`config.mk`:
```
export PLATFORM = sky130hd
export DESIGN_NAME = dcache_lookup
export DESIGN_NICKNAME = d
export VERILOG_FILES = /design/src/verilog/dcache_types_pkg.sv /design/src/verilog/dcache_lookup.sv
export VERILOG_INCLUDE_DIRS = /design/src /design/src/verilog
export SDC_FILE = /design/constraint.sdc
export NUM_CORES = 1
export LEC_CHECK = 0
export BUFFER_PORTS_ARGS = -buffer_cell sky130_fd_sc_hd__buf_2
export CORE_MARGIN = 4
export CORE_UTILIZATION = 43
export CTS_BUF_LIST = sky130_fd_sc_hd__clkbuf_4 sky130_fd_sc_hd__clkbuf_8
export CTS_CLUSTER_SIZE = 16
export DETAILED_ROUTE_END_ITERATION = 8
export PLACE_DENSITY = 0.82
export SYNTH_ARGS = -nofsm -noshare
export SYNTH_HDL_FRONTEND = slang
export SYNTH_SLANG_ARGS = --single-unit
```
`constraint.sdc`:
```
create_clock -name clk -period 1.05 [get_ports clk]
set_clock_uncertainty 0.15 [all_clocks]
set_input_delay 0 -clock clk [delete_from_list [all_inputs] [get_ports clk]]
set_output_delay 0 -clock clk [all_outputs]
set_load 0.005 [all_outputs]
```
`src/verilog/dcache_config.svh`:
```
`ifndef DCACHE_CONFIG_SVH
`define DCACHE_CONFIG_SVH

// Cache geometry
`define DCACHE_WAYS       2
`define DCACHE_SETS       16
`define DCACHE_LINE_W     4
`define DCACHE_ADDR_W     32

// Derived field widths
`define DCACHE_WAY_W      $clog2(`DCACHE_WAYS)
`define DCACHE_SET_W      $clog2(`DCACHE_SETS)
`define DCACHE_WORD_W     $clog2(`DCACHE_LINE_W)
`define DCACHE_TAG_W      (`DCACHE_ADDR_W - `DCACHE_SET_W - `DCACHE_WORD_W)

// Address layout, byte offset sits below the word index
`define DCACHE_WORD_LSB   2
`define DCACHE_SET_LSB    (`DCACHE_WORD_LSB + `DCACHE_WORD_W)
`define DCACHE_BANK_WORDS (`DCACHE_WAYS * `DCACHE_SETS * `DCACHE_LINE_W)

`endif

```
`src/verilog/dcache_types_pkg.sv`:
```
`default_nettype none

`include "dcache_config.svh"

package dcache_types_pkg;

    // Processor side
    typedef logic [`DCACHE_ADDR_W-1:0] addr_t;
    typedef logic [31:0] word_t;
    typedef logic [3:0] be_t;

    // Address fields
    typedef logic [`DCACHE_SET_W-1:0] set_idx_t;
    typedef logic [`DCACHE_WORD_W-1:0] word_idx_t;
    // Top address bits, overlaps the upper set bits
    typedef logic [`DCACHE_TAG_W-1:0] tag_t;

    // Way selection
    typedef logic [`DCACHE_WAYS-1:0] way_vec_t;
    typedef logic [`DCACHE_WAY_W-1:0] way_idx_t;

    // Data bank word address: way, set, word
    typedef logic [`DCACHE_WAY_W+`DCACHE_SET_W+`DCACHE_WORD_W-1:0] bank_addr_t;

endpackage

`default_nettype wire

```
`src/verilog/dcache_lookup.sv`:
```
`timescale 1ns/1ns
`default_nettype none

`include "dcache_config.svh"

module dcache_lookup
    import dcache_types_pkg::*;
(
    input  wire           clk,
    input  wire           rst,
    input  wire           new_request,
    input  wire addr_t    addr,
    input  wire           load,
    input  wire           store,
    input  wire be_t      be,
    input  wire word_t    data_in,
    input  wire           dcache_on,
    input  wire           tag_hit,
    input  wire way_vec_t hit_way,
    output logic          s2_valid,
    output addr_t         s2_addr,
    output logic          s2_load,
    output logic          s2_store,
    output be_t           s2_be,
    output word_t         s2_data,
    output logic          read_hit_allowed,
    output logic          read_hit_data_valid,
    output way_vec_t      fill_way,
    output way_idx_t      hit_way_idx,
    output way_idx_t      fill_way_idx
);

    way_vec_t repl_way;

    // One-hot way to binary
    function automatic way_idx_t onehot_to_idx(input way_vec_t oh);
        way_idx_t idx;
        idx = '0;
        for (int w = 0; w < `DCACHE_WAYS; w++) begin
            if (oh[w])
                idx = idx | way_idx_t'(w);
        end
        return idx;
    endfunction

    //////////////////////////////////////////////////
    // Stage 2 request register
    always_ff @(posedge clk) begin
        if (new_request) begin
            s2_addr  <= addr;
            s2_load  <= load;
            s2_store <= store;
            s2_be    <= be;
            s2_data  <= data_in;
        end
    end

    // Single-cycle stage 2 strobes
    // Cacheable loads may hit, everything else goes to memory
    always_ff @(posedge clk) begin
        if (rst) begin
            s2_valid            <= 1'b0;
            read_hit_allowed    <= 1'b0;
            read_hit_data_valid <= 1'b0;
        end else begin
            s2_valid            <= new_request;
            read_hit_allowed    <= new_request & load & dcache_on;
            // Bank output is selected the cycle after a hit
            read_hit_data_valid <= read_hit_allowed & tag_hit;
        end
    end

    //////////////////////////////////////////////////
    // Replacement, free-running one-hot cycler
    always_ff @(posedge clk) begin
        if (rst)
            repl_way <= way_vec_t'(1);
        else
            repl_way <= {repl_way[`DCACHE_WAYS-2:0], repl_way[`DCACHE_WAYS-1]};
    end

    // Way picked while request sits in stage 2
    always_ff @(posedge clk) begin
        if (s2_valid)
            fill_way <= repl_way;
    end

    assign hit_way_idx  = onehot_to_idx(hit_way);
    assign fill_way_idx = onehot_to_idx(fill_way);

endmodule

`default_nettype wire

```
# [Word-level counts from Yosys, hierarchy flattened]
# Cells that the tools add are included.
[totals] inputBits=77 elab_cells=15 regBits=77
[op_classes] muxes=2 bitwise_logic=3
[op_table] cell="bitwise AND 1 bit" count=3
[op_table] cell="2-to-1 mux 1 bit" count=2

# [Depth between registers and ports, before layout]
[logic_depth] word_depth=2 mapped_depth=1 mapped_depth_nobuf=1

# [Worst setup path before layout]
# OpenSTA, ideal clock, no wires.
[synth_timing] path_kind="flip-flop to flip-flop" from="reg s2_valid" to="reg fill_way[0], enable pin" slack_ns=0.253 arrival_ns=0.342 setup_ns=0.304 path_stages_with_launch=1 period_less_slack_ns=0.797 t_required_ns=0.596 path_cell_list="dfxtp_1"
[synth_lines] item="start: declaration" line_no="dcache_lookup.sv:20" source="output logic s2_valid,"
[synth_lines] item="start signal: assignment" line_no="dcache_lookup.sv:66" source="s2_valid <= new_request;"
[synth_lines] item="end signal: assignment" line_no="dcache_lookup.sv:85" source="fill_way <= repl_way;"
[synth_lines] item="end: declaration" line_no="dcache_lookup.sv:28" source="output way_vec_t fill_way,"
# No word-level cell between the ends.

# [Worst setup path after layout]
[layout_timing] from="reg s2_addr[12]" to="out s2_addr[12]"
[layout_lines] item="start: declaration" line_no="dcache_lookup.sv:21" source="output addr_t s2_addr,"
[layout_lines] item="start signal: assignment" line_no="dcache_lookup.sv:50" source="s2_addr <= addr;"
# No word-level cell between the ends.

==> results.cfg <==
[outcome]
status = completed

[synth]
syn_avg_cell_area_um2 = 27.63
syn-num-nets = 161
syn_inst = 84
yosysUniqueCellTypes = 7
ys_warn_count = 0
ys_seq_elements = 77
synth-async-reset-ratio = 0
synth_edf_count = 72
yosys.area.top_type_share = 0.9315
synth_largest_area_cell = edfxtp_1
synth-seq-area-share = 0.9747
synthTopCellsByCount = edfxtp_1, dfxtp_1, and2b_2, buf_4
synth.area.top_cells = edfxtp_1, dfxtp_1, and2b_2
synth_area_um2 = 2321
synth.most_common_cell = edfxtp_1
synth_ff_type = edfxtp_1

[drt]
first_pass_iters = 4
post_drt_wl_per_cell_um = 16.23
ant_nets = 0
wirelength_um = 6412
drt-initial-drc-count = 63
route.vias.total = 1722
drc_errors = 0
routed_via_density = 4.359

[critical_path]
cp_slowest_cell = edfxtp_1
path_class = flip-flop to output pin
startpoint = s2_addr[12]
critical_path_arrival_ns = 0.88
timing.rr.start = s2_valid
cp-end-kind = output pin
path_cells = buf_2
cp_top_family = flip-flops
crit_fanout = 1
worstPathRequired_ns = 0.90
critPathLaunchType = flip-flop
critPathBufInv = 1
slowest_delay_ns = 0.40

[final_layout]
drive_above_1_share = 0.5262
diodes = 0
design_area_um2 = 4155
utilization = 0.8033
nets = 397
areaGrowthSynthToFinish_pct = 79.03

[sta]
fin_ws_ns = 0.01504
setup_viol = 0
fin_worst_hold_slack_ns = 0.2177
worst_pin_slew_ns = 0.2041
clock.fmax_ghz = 0.9662
hold_viol_final = 0
period_share = 0.9857
rsz0062_at_grt = yes
finalMaxSlewViolations = 0
slew_headroom = 0.8640
fin_crit_ns = 1.035

[power]
pwr-share-seq = 0.543
p_sw_w = 0.001328
clockPowerShare = 0.352
pwr-share-comb = 0.105
powerDensity_nw_per_um2 = 1626
leakage_nw = 1.812
netSwitchingFraction = 0.1965
internal-power_w = 0.005430
ir_worst_vdd_mv = 1.072

[placed_design]
place_congestion = 0.7004
pre_cts_ws_ns = 0.2041
portBuffers = 150
place_area_um2 = 3184

[global_routing]
grt_pass1_vias = 1816
grt_pass1_wl_um = 9190
track_usage = 0.2020
antenna_found_initial = 0
grt_max_degree = 40
grt-ovfl-total = 0

[cts]
clk_latency_ns = 0.33
cts_root_buf = clkbuf_8
cts_setup_buffers = 0
htreeDepth = 3
cts_made_buffers = 9
clkSlewWorstSetupHoldPaths_ns = 0.08
cts_max_path_buffers = 2
cts_tree = done
clock_sinks = 77

[floorplan]
die_y_um = 81.47
rows = 26
core_area_um2 = 5172
die_area_um2 = 6637
ios = 154
initial_core_util = 0.4487
die_x_um = 81.47

[worst_hold_path]
min_from = addr[7]
hp-class = input pin to flip-flop

[run]
max-cap-violations = 0
layout by cell type (no fill, tap or decap):
cell,n
clkbuf_8,9
or2_1,1
and3b_2,1
bufinv_16,2
clkbuf_4,2
dfxtp_1,5
dlygate4sd3_1,75
buf_6,1
buf_12,2
and2b_2,2
clkinv_2,3
buf_2,149
edfxtp_1,72
and4b_1,1
path summary, 6_finish.rpt:
path	to	slack [ns]	depth (start not counted)
max	s2_addr[12]	0.02	1
min	s2_addr[7]	0.22	2
max reg2reg	fill_way[0]	0.24	0
min reg2reg	fill_way[1]	0.29	0
power by group through the flow:
stage | Combinational (W) | Sequential (W) | Clock (W)
after floorplan | 0.0000135 | 0.00377 | 0
after global placement | 0.000464 | 0.00372 | 0
after detailed placement | 0.000474 | 0.00373 | 0
after CTS | 0.000693 | 0.00366 | 0.00240
after global routing | 0.000770 | 0.00369 | 0.00259
final | 0.000707 | 0.00367 | 0.00238
area by class of cell:
type	instances	area, um2
sequential	77	2262
timing repair buffer	227	1548
fill	281	1017
clock buffer	11	138.9
tap	70	87.58
clock inverter	5	75.07
multi-input combinational	5	43.79
sequential cells by signal, indices dropped and copies added, names as in the netlist:
signal / cells
s2_be: 4
s2_addr: 32
s2_data: 32
repl_way: 2
fill_way: 2
read_hit_allowed: 1
read_hit_data_valid: 1
s2_load: 1
s2_store: 1
s2_valid: 1
kinds of logic after synthesis:
group | Yosys count | share of synthesized area
and+or+nand+nor | 5 | 0.01887
DFF | 77 | 0.9747
buffers and inverters | 2 | 0.006467
stage by stage:
stage	std cells	power [W]	setup TNS, ns
finish	395	0.006758	0
global placement	304	0.004184	0
global route	395	0.007056	-0.2514
floorplan	84	0.003786	0
detailed placement	304	0.004203	0
CTS	395	0.006758	0
what timing repair did:
item                                    in CTS  in global routing
hold buffers                                75                  0
endpoints found under the setup margin       0                 55
gates resized for setup                      0                  2
hold endpoints to repair                    98                  0
metal layers:
metal,up-vias,part of all wire,GRT usage
met1,804,0.34,0.1961
met3,12,0.10,0.08004
met4,0,0.020,0.08615
li1,802,-,-
met2,104,0.54,0.3746
met5,-,0,0
Note: power is estimated with default switching activity, not from simulation.
