`config.mk`:
```
export PLATFORM = sky130hd
export DESIGN_NAME = dcache_miss_unit
export DESIGN_NICKNAME = d
export VERILOG_FILES = /design/src/verilog/dcache_ctrl_pkg.sv /design/src/verilog/dcache_types_pkg.sv /design/src/verilog/dcache_miss_unit.sv
export VERILOG_INCLUDE_DIRS = /design/src /design/src/verilog
export SDC_FILE = /design/constraint.sdc
export NUM_CORES = 1
export LEC_CHECK = 0
export BUFFER_PORTS_ARGS = -buffer_cell sky130_fd_sc_hd__buf_4
export CORE_AREA = 5 5 96 98
export CTS_CLUSTER_DIAMETER = 50
export DETAILED_ROUTE_END_ITERATION = 8
export DIE_AREA = 0 0 101 103
export PLACE_DENSITY = 0.76
export SYNTH_ARGS = -nofsm -noshare
export SYNTH_HDL_FRONTEND = slang
export SYNTH_SLANG_ARGS = --single-unit
```
`constraint.sdc`:
```
create_clock -name clk -period 3.9 [get_ports clk]
set_clock_uncertainty 0.15 [all_clocks]
set_input_delay 0.78 -clock clk [delete_from_list [all_inputs] [get_ports clk]]
set_output_delay 0.78 -clock clk [all_outputs]
set_load 0.05 [all_outputs]
```
`src/verilog/dcache_config.svh`:
```
`ifndef DCACHE_CONFIG_SVH
`define DCACHE_CONFIG_SVH

// Cache geometry
`define DCACHE_WAYS       2
`define DCACHE_SETS       16
`define DCACHE_LINE_W     4
`define DCACHE_ADDR_W     32

// Derived field widths
`define DCACHE_WAY_W      $clog2(`DCACHE_WAYS)
`define DCACHE_SET_W      $clog2(`DCACHE_SETS)
`define DCACHE_WORD_W     $clog2(`DCACHE_LINE_W)
`define DCACHE_TAG_W      (`DCACHE_ADDR_W - `DCACHE_SET_W - `DCACHE_WORD_W)

// Address layout, byte offset sits below the word index
`define DCACHE_WORD_LSB   2
`define DCACHE_SET_LSB    (`DCACHE_WORD_LSB + `DCACHE_WORD_W)
`define DCACHE_BANK_WORDS (`DCACHE_WAYS * `DCACHE_SETS * `DCACHE_LINE_W)

`endif

```
`src/verilog/dcache_ctrl_pkg.sv`:
```
`default_nettype none

`include "dcache_config.svh"

package dcache_ctrl_pkg;

    // Miss unit FSM
    typedef enum logic [1:0] {
        MISS_IDLE,    // no memory traffic
        MISS_REQUEST, // holding request until ack
        MISS_FILL,    // collecting burst words
        MISS_DONE     // single completion cycle
    } miss_state_t;

endpackage

`default_nettype wire

```
`src/verilog/dcache_types_pkg.sv`:
```
`default_nettype none

`include "dcache_config.svh"

package dcache_types_pkg;

    // Processor side
    typedef logic [`DCACHE_ADDR_W-1:0] addr_t;
    typedef logic [31:0] word_t;
    typedef logic [3:0] be_t;

    // Address fields
    typedef logic [`DCACHE_SET_W-1:0] set_idx_t;
    typedef logic [`DCACHE_WORD_W-1:0] word_idx_t;
    // Top address bits, overlaps the upper set bits
    typedef logic [`DCACHE_TAG_W-1:0] tag_t;

    // Way selection
    typedef logic [`DCACHE_WAYS-1:0] way_vec_t;
    typedef logic [`DCACHE_WAY_W-1:0] way_idx_t;

    // Data bank word address: way, set, word
    typedef logic [`DCACHE_WAY_W+`DCACHE_SET_W+`DCACHE_WORD_W-1:0] bank_addr_t;

endpackage

`default_nettype wire

```
`src/verilog/dcache_miss_unit.sv`:
```
`timescale 1ns/1ns
`default_nettype none

`include "dcache_config.svh"

module dcache_miss_unit
    import dcache_types_pkg::*;
    import dcache_ctrl_pkg::*;
(
    input  wire           clk,
    input  wire           rst,
    input  wire           new_request,
    input  wire           s2_valid,
    input  wire addr_t    s2_addr,
    input  wire           s2_load,
    input  wire           s2_store,
    input  wire be_t      s2_be,
    input  wire word_t    s2_data,
    input  wire           dcache_on,
    input  wire           read_hit_allowed,
    input  wire           tag_hit,
    input  wire way_idx_t fill_way_idx,
    input  wire           mem_ack,
    input  wire word_t    mem_rdata,
    input  wire           mem_rdata_valid,
    output logic          mem_request,
    output addr_t         mem_addr,
    output logic          mem_rnw,
    output be_t           mem_be,
    output word_t         mem_wdata,
    output word_idx_t     mem_size,
    output logic          tag_update,
    output logic          fill_en,
    output bank_addr_t    fill_addr,
    output word_t         fill_data,
    output word_t         miss_data,
    output logic          data_valid,
    output logic          ready
);

    miss_state_t state;
    miss_state_t next_state;
    miss_state_t ack_state;
    word_idx_t   word_count;
    logic        read_hit;
    logic        need_mem;
    logic        line_fill_q;
    logic        line_fill;
    logic        burst_word;
    logic        is_target_word;
    logic        store_complete;
    logic        idle;

    assign read_hit = read_hit_allowed & tag_hit;
    // Any store, a load miss, or any load with the cache off
    assign need_mem = s2_valid & ~read_hit;

    // Cacheable loads fetch a full line
    always_ff @(posedge clk) begin
        if (rst)
            line_fill_q <= 1'b0;
        else if (s2_valid)
            line_fill_q <= s2_load & dcache_on;
    end
    assign line_fill = s2_valid ? (s2_load & dcache_on) : line_fill_q;

    //////////////////////////////////////////////////
    // Memory port, fields stable until ack
    assign mem_request = need_mem | (state == MISS_REQUEST);
    assign mem_addr    = {s2_addr[`DCACHE_ADDR_W-1:2], 2'b00};
    assign mem_rnw     = s2_load;
    assign mem_be      = s2_be;
    assign mem_wdata   = s2_data;
    assign mem_size    = line_fill ? word_idx_t'(`DCACHE_LINE_W - 1) : '0;

    //////////////////////////////////////////////////
    // Miss FSM
    assign ack_state = s2_load ? MISS_FILL : MISS_IDLE;

    always_comb begin
        next_state = state;
        case (state)
            MISS_IDLE:    if (need_mem) next_state = mem_ack ? ack_state : MISS_REQUEST;
            MISS_REQUEST: if (mem_ack) next_state = ack_state;
            MISS_FILL:    if (burst_word & (word_count == mem_size)) next_state = MISS_DONE;
            MISS_DONE:    next_state = MISS_IDLE;
            default:      next_state = MISS_IDLE;
        endcase
    end

    always_ff @(posedge clk) begin
        if (rst)
            state <= MISS_IDLE;
        else
            state <= next_state;
    end

    // Burst word counter, restarts for every miss
    assign burst_word = (state == MISS_FILL) & mem_rdata_valid;

    always_ff @(posedge clk) begin
        if (rst)
            word_count <= '0;
        else if (state != MISS_FILL)
            word_count <= '0;
        else if (mem_rdata_valid)
            word_count <= word_count + 1'b1;
    end

    // Single-word reads return the target directly
    assign is_target_word = ~line_fill |
        (word_count == s2_addr[`DCACHE_WORD_LSB +: `DCACHE_WORD_W]);

    //////////////////////////////////////////////////
    // Line fill through bank port b
    assign fill_en   = burst_word & line_fill;
    assign fill_addr = {fill_way_idx, s2_addr[`DCACHE_SET_LSB +: `DCACHE_SET_W], word_count};
    assign fill_data = mem_rdata;

    always_ff @(posedge clk) begin
        if (burst_word & is_target_word)
            miss_data <= mem_rdata;
    end

    //////////////////////////////////////////////////
    // Completion
    // Tag marked valid up front, next request waits for ready anyway
    always_ff @(posedge clk) begin
        if (rst) begin
            tag_update <= 1'b0;
            data_valid <= 1'b0;
        end else begin
            tag_update <= s2_valid & s2_load & dcache_on & ~tag_hit;
            data_valid <= (burst_word & is_target_word) | read_hit;
        end
    end

    assign store_complete = mem_request & mem_ack & s2_store;

    always_ff @(posedge clk) begin
        if (rst)
            idle <= 1'b1;
        else if (new_request)
            idle <= 1'b0;
        else if (read_hit | store_complete | (state == MISS_DONE))
            idle <= 1'b1;
    end

    assign ready = read_hit | store_complete | (state == MISS_DONE) | idle;

endmodule

`default_nettype wire

```
-- Yosys cells after proc, flatten, opt, wreduce, memory -nomap -nowiden
Cells that the tools add are included.
- register bits after elaboration: 40
- input bits: 112
- output and inout bits: 147
- add/subtract/negate cells: 1
- equal/unequal tests: 9
- muxes and demuxes: 10
- bitwise gates (word level): 21
- reductions and logical operators: 4
- operators with widths (kind ; number):
    $and A1 B1 Y1 ; 12
    $mux W2 ; 6
    $ne A2 B2 Y1 const B ; 4
    $pmux W2 S4 ; 1
    $or A1 B1 Y1 ; 6
    $eq A2 B2 Y1 ; 2
    $eq A2 B2 Y1 const B ; 2
    $mux W1 ; 3
    $not A1 Y1 ; 3
    $reduce_and A3 Y1 ; 1
    $add A2 B1 Y2 const B ; 1
    $eq A2 B1 Y1 const B ; 1
    $logic_not A2 Y1 ; 1
    $reduce_bool A2 Y1 ; 1
    $reduce_or A2 Y1 ; 1

-- Logic depth before layout (Yosys ltp)
Gate-level depths: netlist of run 1.
- depth in word-level cells: 10
- depth in mapped cells: 4

-- Least setup slack after synthesis of run 1
Ideal clock, no wire load.
- kind: in2reg
- start point: input port s2_valid
- end point: register miss_data[0], enable pin
- setup time: 421 ps
- data arrival time: 2471 ps
- path slack: 858 ps
- stages on the path: 4
- cells stage by stage: nor2b_1 a31oi_2 a21oi_1 nor2_1
- word-level cells in the longest chain between the ends: 4
- ends and longest elaborated chain (item ; line ; RTL):
    start, declared ; dcache_miss_unit.sv:13 ; input wire s2_valid,
    $mux W1 ; -- ;
    $not A1 Y1 ; dcache_miss_unit.sv:111 ; assign is_target_word = ~line_fill |
    $or A1 B1 Y1 ; dcache_miss_unit.sv:111 ;
    $and A1 B1 Y1 ; dcache_miss_unit.sv:121 ; if (burst_word & is_target_word)
    end signal, assigned ; dcache_miss_unit.sv:122 ; miss_data <= mem_rdata;
    end, declared ; dcache_miss_unit.sv:36 ; output word_t miss_data,
No other way between the ends.
A chain may end at the register's enable or synchronous reset.

-- Worst setup path after layout of run 1
- start point: input port s2_valid
- end point: output port mem_size[0]
- word-level cells in the longest chain between the ends: 2
- ends and longest elaborated chain (item ; line ; RTL):
    $mux W1 ; -- ;
    $mux W2 ; dcache_miss_unit.sv:74 ; assign mem_size = line_fill ? word_idx_t'(`DCACHE_LINE_W - 1) : '0;
    end, declared ; dcache_miss_unit.sv:31 ; output word_idx_t mem_size,
No other way between the ends.

==> impl_metrics.py, run 1 <==
metrics = {
    "layout": {
        "n_fill_cell": 801,
        "layout_common_cells": "buf_4, edfxtp_1, dfxtp_1",
        "diodes": 0,
        "drive_above_1_share": 0.647,
        "final_common_cell": "buf_4",
        "syn_to_final_growth_pct": 16.2,
        "layout.nets": 318,
    },
    "sta": {
        "hold_violations": 0,
        "fmax_mhz": 400,
        "setup_viol": 0,
        "fin_crit_sh": 0.642,
        "drv_slew": 0,
        "rsz0062_at_grt": "no",
        "min_period_ns": 2.50,
        "worst_slack_ns": 1.40,
        "setup_tns_ns": 0,
    },
    "clocking": {
        "clk_latency_ns": 0.28,
        "cts_tree": "built",
        "cts_resized": 0,
        "clockRootBuffer": "clkbuf_8",
        "clock_path_buffers": 2,
        "clkTransAtPathRegs_ns": 0.07,
        "cts_sinks": 40,
        "hold_buffers": 0,
        "cts_buffers": 5,
        "cts_setup_buffers": 0,
        "h-tree-depth": 2,
    },
    "critical_path": {
        "path_class": "in2out",
        "worst_setup_path_end_kind": "output port",
        "cp-start-kind": "input pin",
        "crit_top_cell": "buf_4",
        "worstReg2RegEnd": "miss_data[12]",
        "crit_cells": 4,
        "critical_path.top_delay_family": "buffers and inverters",
        "r2r_slack_ns": 2.15,
        "r2r-start": "line_fill_q",
        "crit_start": "s2_valid",
        "cp_max_fo": 6,
        "arrival_ns": 1.57,
        "cpPeakStageDelay_ns": 0.29,
        "r2r_cells": 5,
        "crit_slowest_cell": "a31oi_2",
        "path_buf_inv": 3,
        "required_ns": 2.97,
        "cp_cell_sequence": "buf_4, a31oi_2, inv_1, buf_4",
    },
    "grt": {
        "antenna_found_initial": 0,
        "grt_pass1_wl_mm": 7.28,
        "grt_usage": 0.0984,
        "grt-ovfl-total": 0,
        "grt_pass1_vias": 1148,
        "grt_max_degree": 33,
    },
    "die": {
        "io_pins": 259,
        "coreArea_um2": 8380,
        "num_rows": 34,
        "die_width_um": 101,
        "start_util": 0.258,
        "die_h_um": 103,
        "dieArea_um2": 10400,
    },
    "place": {
        "portBuffers": 120,
        "place_hpwl_mm": 5.23,
        "post-place-ws_ns": 1.40,
        "gp_congestion": 0.751,
    },
    "outcome": {
        "outcome": "complete, no violations",
    },
    "detailed_routing": {
        "ant_nets": 0,
        "drc_errors": 0,
        "num_vias": 1265,
        "wl_per_cell_um": 19.1,
        "via_per_inst": 4.02,
        "drtPass1Iterations": 4,
        "wl_mm": 6.01,
        "drtIter0Drc": 8,
    },
    "job": {
        "maxCapViolCount": 0,
    },
    "power_and_ir_drop": {
        "p_per_area_nw_per_um2": 406,
        "power.leakage_uw": 0.00108,
        "peakVddDrop_mv": 0.129,
    },
    "worst_hold_path": {
        "min_path_type": "reg2reg",
        "hold_depth": 3,
        "min_from": "idle",
        "min_to": "idle",
    },
    "yosys": {
        "synth_area_per_cell_um2": 11.7,
        "syn_area_um2": 2160,
        "synth_cell_types": 23,
        "netlist_instances": 185,
        "seq_area_frac_synth": 0.519,
        "ys_seq_elements": 40,
        "ys_warn_count": 0,
    },
}
worst register-to-register path, cell delays in order (launching register included):
cell and delay (ns):
dfxtp_1 0.30, nor2b_1 0.13, a31oi_2 0.25, a21oi_1 0.12
nor2_2 0.09, buf_4 0.36
area by class of cell:
type / instances / area [µm²] / area share
sequential: 40 / 1120 / 0.447
timing repair buffer: 121 / 908 / 0.362
multi-input combinational: 36 / 225 / 0.0898
tap: 108 / 135 / 0.0539
clock buffer: 5 / 68.8 / 0.0274
clock inverter: 3 / 42.5 / 0.0170
inverter: 2 / 7.51 / 0.00299
logic make-up (layout without fill, tap and decap cells):
| group | count (synthesis) | count (layout) | share of synthesized area |
|---|---|---|---|
| other | 1 | 2 | 0.00174 |
| AND/OR/NAND/NOR | 19 | 19 | 0.0475 |
| XOR/XNOR | 4 | 4 | 0.0162 |
| AO/OA/AOI/OAI | 11 | 11 | 0.0359 |
| buffers and inverters | 110 | 131 | 0.379 |
| flip-flops | 40 | 40 | 0.519 |
cell usage after synthesis, drive strengths merged:
cell type / instances / area, µm²
a21o: 3 / 23.8
a21oi: 4 / 20.0
a31oi: 1 / 12.5
buf: 108 / 811
conb: 1 / 3.75
dfxtp: 8 / 160
edfxtp: 32 / 961
inv: 2 / 7.51
nand2: 4 / 15.0
nand3: 1 / 5.00
nand3b: 1 / 7.51
nand4b: 1 / 8.76
nor2: 6 / 22.5
nor2b: 2 / 12.5
o211ai: 1 / 7.51
o21ai: 1 / 5.00
o221ai: 1 / 8.76
or3: 1 / 7.51
or3b: 1 / 8.76
or4: 2 / 15.0
xnor2: 3 / 26.3
xor2: 1 / 8.76
power by group:
| group | internal, µW | switching, µW |
|---|---|---|
| combinational | 72.1 | 146 |
| clock | 189 | 135 |
| sequential | 471 | 4.22 |
state kept, by name, indices dropped and copies added, names as in the netlist:
name	flops
state	2
data_valid	1
idle	1
tag_update	1
line_fill_q	1
word_count	2
miss_data	32
layer usage:
layer  GRT usage  part of all wire  vias up
met2       0.193              0.54      150
met1      0.0649              0.23      544
met5           0                 0        -
li1            -                 -      546
met4      0.0644             0.036        0
met3      0.0629              0.20       25
how the worst max path moves through the flow:
| stage | endpoint | slack, ns |
|---|---|---|
| 2_1_floorplan | miss_data[0] | 0.86 |
| 3_3_place_gp | mem_size[1] | 1.42 |
| 3_5_place_dp | mem_size[0] | 1.40 |
| 4_1_cts | mem_size[0] | 1.39 |
| 5_1_grt | mem_size[1] | 1.31 |
| 6_report | mem_size[0] | 1.40 |
metrics by stage:
step	instances	hold WS (ns)	area [µm²]	total power, µW	util
after floorplan	186	0.407	2160	831	-
after global placement	307	0.421	2400	703	0.286
after detailed placement	307	0.416	2400	705	0.286
after CTS	315	0.434	2510	1030	0.299
after global routing	315	0.471	2510	1050	0.299
final	315	0.429	2510	1020	0.299
Power figures use the tool's default switching activity.
==> run 2: changes to the inputs <==
--- a/config.mk
+++ b/config.mk
@@ -11,7 +11,7 @@
 export CTS_CLUSTER_DIAMETER = 50
 export DETAILED_ROUTE_END_ITERATION = 8
 export DIE_AREA = 0 0 101 103
-export PLACE_DENSITY = 0.76
+export PLACE_DENSITY = 0.78
 export SYNTH_ARGS = -nofsm -noshare
 export SYNTH_HDL_FRONTEND = slang
 export SYNTH_SLANG_ARGS = --single-unit
==> constraint.sdc (replaced) <==
create_clock -name clk -period 2.2 [get_ports clk]
set_clock_uncertainty 0.15 [all_clocks]
set_input_delay 0.44 -clock clk [delete_from_list [all_inputs] [get_ports clk]]
set_output_delay 0.44 -clock clk [all_outputs]
set_load 0.05 [all_outputs]
==> impl_metrics.py, run 2 (synthesized netlist as in run 1, its figures left out) <==
metrics = {
    "outcome": {
        "outcome": "complete, no violations",
    },
    "clocking": {
        "clkTransAtPathRegs_ns": 0.07,
        "cts_resized": 0,
        "clk_latency_ns": 0.27,
        "cts_buffers": 5,
        "clockRootBuffer": "clkbuf_8",
        "cts_setup_buffers": 0,
        "h-tree-depth": 2,
        "cts_tree": "built",
        "clock_path_buffers": 2,
        "cts_sinks": 40,
        "hold_buffers": 0,
    },
    "critical_path": {
        "crit_start": "state[0]",
        "crit_slowest_cell": "dfxtp_1",
        "critical_path.top_delay_family": "simple AND/OR/NAND/NOR gates",
        "arrival_ns": 1.28,
        "cpPeakStageDelay_ns": 0.34,
        "path_class": "reg2out",
        "crit_cells": 3,
        "endpoint": "fill_en",
        "cp-start-kind": "register",
        "path_buf_inv": 1,
        "required_ns": 1.61,
        "worst_setup_path_end_kind": "output port",
        "r2r-start": "line_fill_q",
        "cp_cell_sequence": "nand3b_1, nor2_1, buf_4",
        "cp_max_fo": 5,
        "r2r_slack_ns": 0.65,
        "worstReg2RegEnd": "miss_data[21]",
        "r2r_cells": 5,
    },
    "power_and_ir_drop": {
        "swShare": 0.258,
        "switching_power_uw": 490,
        "internal_power_uw": 1410,
        "pwr-share-comb": 0.205,
        "power.leakage_uw": 0.00109,
        "finalPower_uw": 1900,
        "p_per_area_nw_per_um2": 747,
        "clockPowerShare": 0.352,
        "seq_power_share": 0.443,
        "peakVddDrop_mv": 0.368,
    },
    "detailed_routing": {
        "via_per_inst": 3.98,
        "drtIter0Drc": 25,
        "drc_errors": 0,
        "wl_mm": 6.15,
        "ant_nets": 0,
        "num_vias": 1251,
        "drtPass1Iterations": 4,
        "wl_per_cell_um": 19.6,
    },
    "die": {
        "die_width_um": 101,
        "num_rows": 34,
        "die_h_um": 103,
        "coreArea_um2": 8380,
        "start_util": 0.258,
        "dieArea_um2": 10400,
        "io_pins": 259,
    },
    "place": {
        "post-place-ws_ns": 0.404,
        "gp_congestion": 0.819,
        "portBuffers": 120,
        "dpl-instance-area_um2": 2410,
        "place_hpwl_mm": 5.37,
    },
    "grt": {
        "antenna_found_initial": 0,
        "grt_pass1_vias": 1170,
        "grt_max_degree": 33,
        "grt_pass1_wl_mm": 7.65,
        "grt_usage": 0.104,
        "grt-ovfl-total": 0,
    },
    "layout": {
        "layout.nets": 318,
        "drive_above_1_share": 0.646,
        "layout_common_cells": "buf_4, edfxtp_1, dfxtp_1",
        "design_area_um2": 2540,
        "syn_to_final_growth_pct": 17.9,
        "largest_register_ffs": 32,
        "top_regs": "miss_data: 32 flops, state: 2 flops, word_count: 2 flops",
        "regMostFlops": "miss_data",
        "n_fill_cell": 801,
        "diodes": 0,
        "final_common_cell": "buf_4",
    },
    "sta": {
        "setup_viol": 0,
        "drv_slew": 0,
        "whs_ns": 0.196,
        "fmax_mhz": 535,
        "rsz0062_at_grt": "no",
        "worst_slack_ns": 0.331,
        "hold_violations": 0,
        "setup_tns_ns": 0,
        "fin_crit_sh": 0.850,
        "min_period_ns": 1.87,
    },
    "job": {
        "maxCapViolCount": 0,
    },
    "worst_hold_path": {
        "min_path_type": "in2reg",
    },
}
## run 2: area by class of cell
class / instances / area (µm²) / area share
well taps: 108 / 135 / 0.0531
repair buffers: 121 / 921 / 0.362
clock buffers: 5 / 68.8 / 0.0271
multi-input cells: 36 / 230 / 0.0905
flip-flops and latches: 40 / 1120 / 0.441
clock inverters: 2 / 60.1 / 0.0236
inverters: 2 / 7.51 / 0.00295
## run 2: through the flow
stage / utilization / cells
global route: 0.304 / 314
floorplan: - / 186
CTS: 0.304 / 314
detailed placement: 0.288 / 307
finish: 0.304 / 314
global placement: 0.288 / 307
## run 2: how the worst min path moves through the flow
stage                  start             to  cells past startpoint
6_report       mem_rdata[10]  miss_data[10]                      1
5_1_grt        mem_rdata[16]  miss_data[16]                      1
4_1_cts        mem_rdata[18]  miss_data[18]                      1
3_5_place_dp            idle           idle                      3
3_3_place_gp            idle           idle                      3
2_1_floorplan            rst    line_fill_q                      1
## run 2: power by group through the flow
stage               Clock, µW  Sequential (µW)  Combinational, µW
global route              725              844                406
CTS                       692              843                393
detailed placement          0              860                392
floorplan                   0              903                571
finish                    669              843                390
global placement            0              859                389
## run 2: per-layer routing
layer	vias up	global-route usage	share of wire
met5	-	0	0
met4	0	0.0706	0.040
met3	26	0.0663	0.21
met2	137	0.197	0.53
met1	546	0.0724	0.23
li1	542	-	-
==> run 3: changes to the inputs <==
==> constraint.sdc (replaced) <==
create_clock -name clk -period 1.6 [get_ports clk]
set_clock_uncertainty 0.15 [all_clocks]
set_input_delay 0.32 -clock clk [delete_from_list [all_inputs] [get_ports clk]]
set_output_delay 0.32 -clock clk [all_outputs]
set_load 0.05 [all_outputs]
==> impl_metrics.py, run 3 (synthesized netlist as in run 1, its figures left out) <==
metrics = {
    "outcome": {
        "outcome": "finished with violations",
        "violations": "negative setup slack",
    },
    "critical_path": {
        "required_ns": 1.13,
        "r2r_cells": 6,
        "crit_slowest_cell": "dfxtp_2",
        "cp-start-kind": "register",
        "critical_path.top_delay_family": "flip-flops",
        "cpPeakStageDelay_ns": 0.34,
        "path_buf_inv": 1,
        "crit_cells": 4,
        "cp_cell_sequence": "nor2b_4, o211ai_1, nand3_1, buf_6",
        "arrival_ns": 1.19,
        "worst_setup_path_end_kind": "output port",
        "path_class": "reg2out",
        "cp_max_fo": 3,
    },
    "clocking": {
        "cts_buffers": 5,
        "clk_latency_ns": 0.28,
        "h-tree-depth": 2,
        "cts_tree": "built",
        "clock_path_buffers": 2,
        "clockRootBuffer": "clkbuf_8",
        "cts_sinks": 40,
        "clkTransAtPathRegs_ns": 0.07,
    },
    "layout": {
        "layout_common_cells": "buf_4, edfxtp_1, buf_6",
        "fin_util": 0.320,
        "syn_to_final_growth_pct": 24.2,
        "final_common_cell": "buf_4",
        "largest_register_ffs": 32,
        "drive_above_1_share": 0.714,
        "top_regs": "miss_data: 32 flops, state: 2 flops, word_count: 2 flops",
        "regMostFlops": "miss_data",
        "diodes": 0,
        "design_area_um2": 2680,
        "layout.nets": 324,
    },
    "die": {
        "num_rows": 34,
        "die_h_um": 103,
        "io_pins": 259,
        "die_width_um": 101,
        "start_util": 0.258,
        "coreArea_um2": 8380,
        "dieArea_um2": 10400,
    },
    "detailed_routing": {
        "drtPass1Iterations": 4,
        "wl_per_cell_um": 19.9,
        "num_vias": 1268,
        "ant_nets": 0,
        "drtIter0Drc": 17,
        "drc_errors": 0,
        "wl_mm": 6.39,
        "via_per_inst": 3.95,
    },
    "sta": {
        "setup_viol": 36,
        "drv_slew": 0,
        "hold_violations": 0,
        "fmax_mhz": 602,
        "rsz0062_at_grt": "yes",
        "worst_slack_ns": -0.0616,
        "fin_crit_sh": 1.04,
        "whs_ns": 0.0766,
        "setup_tns_ns": -0.982,
        "min_period_ns": 1.66,
    },
    "place": {
        "gp_congestion": 0.783,
        "dpl-instance-area_um2": 2460,
        "place_hpwl_mm": 5.53,
        "portBuffers": 120,
    },
    "grt": {
        "grt_pass1_wl_mm": 7.79,
        "grt_max_degree": 33,
        "grt-ovfl-total": 0,
        "grt_pass1_vias": 1205,
        "antenna_found_initial": 0,
        "grt_usage": 0.105,
    },
    "power_and_ir_drop": {
        "finalPower_uw": 2490,
        "p_per_area_nw_per_um2": 930,
        "power.leakage_uw": 0.00114,
        "peakVddDrop_mv": 0.354,
    },
    "worst_hold_path": {
        "hold_depth": 1,
        "min_path_type": "in2reg",
    },
    "job": {
        "maxCapViolCount": 0,
    },
}
==> run 3: path summary, 6_finish.rpt <==
kind	end	startpoint	slack (ns)
min	miss_data[28]	mem_rdata[28]	0.08
max	ready	state[0]	-0.06
min reg2reg	word_count[1]	word_count[1]	0.41
max reg2reg	miss_data[3]	line_fill_q	-0.03
==> run 3: power breakdown <==
group | internal (µW) | leakage (µW) | switching, µW | total (µW)
clock | 462 | 0.0000552 | 304 | 766
combinational | 202 | 0.000729 | 368 | 570
sequential | 1150 | 0.000357 | 10.4 | 1160
==> run 3: per-layer routing <==
layer / global-route usage / vias to the layer above / part of all wire
met5: 0 / - / 0
met4: 0.0644 / 0 / 0.039
met3: 0.0778 / 21 / 0.21
met2: 0.204 / 149 / 0.55
met1: 0.0657 / 542 / 0.20
li1: - / 556 / -
==> run 3: timing repair <==
| item | CTS | global route |
|---|---|---|
| gates resized for setup | 9 | 6 |
| pin swaps | 1 | 1 |
| hold buffers | 0 | 0 |
| endpoints found under the setup margin | 5 | 38 |
| buffers inserted | 3 | 1 |
| cloned | 0 | 2 |
==> run 3: area by class of cell <==
cell class	instances	area [µm²]
timing repair buffer	127	1010
clock buffer	6	72.6
multi-input combinational	36	289
tap	108	135
clock inverter	2	35.0
sequential	40	1130
fill	792	5700
inverter	2	7.51
==> run 3: through the flow <==
step | setup WS [ns] | std cells
finish | -0.0616 | 321
detailed placement | -0.00491 | 307
floorplan | -0.138 | 186
global placement | 0.00684 | 307
CTS | -0.0767 | 318
global route | -0.128 | 321
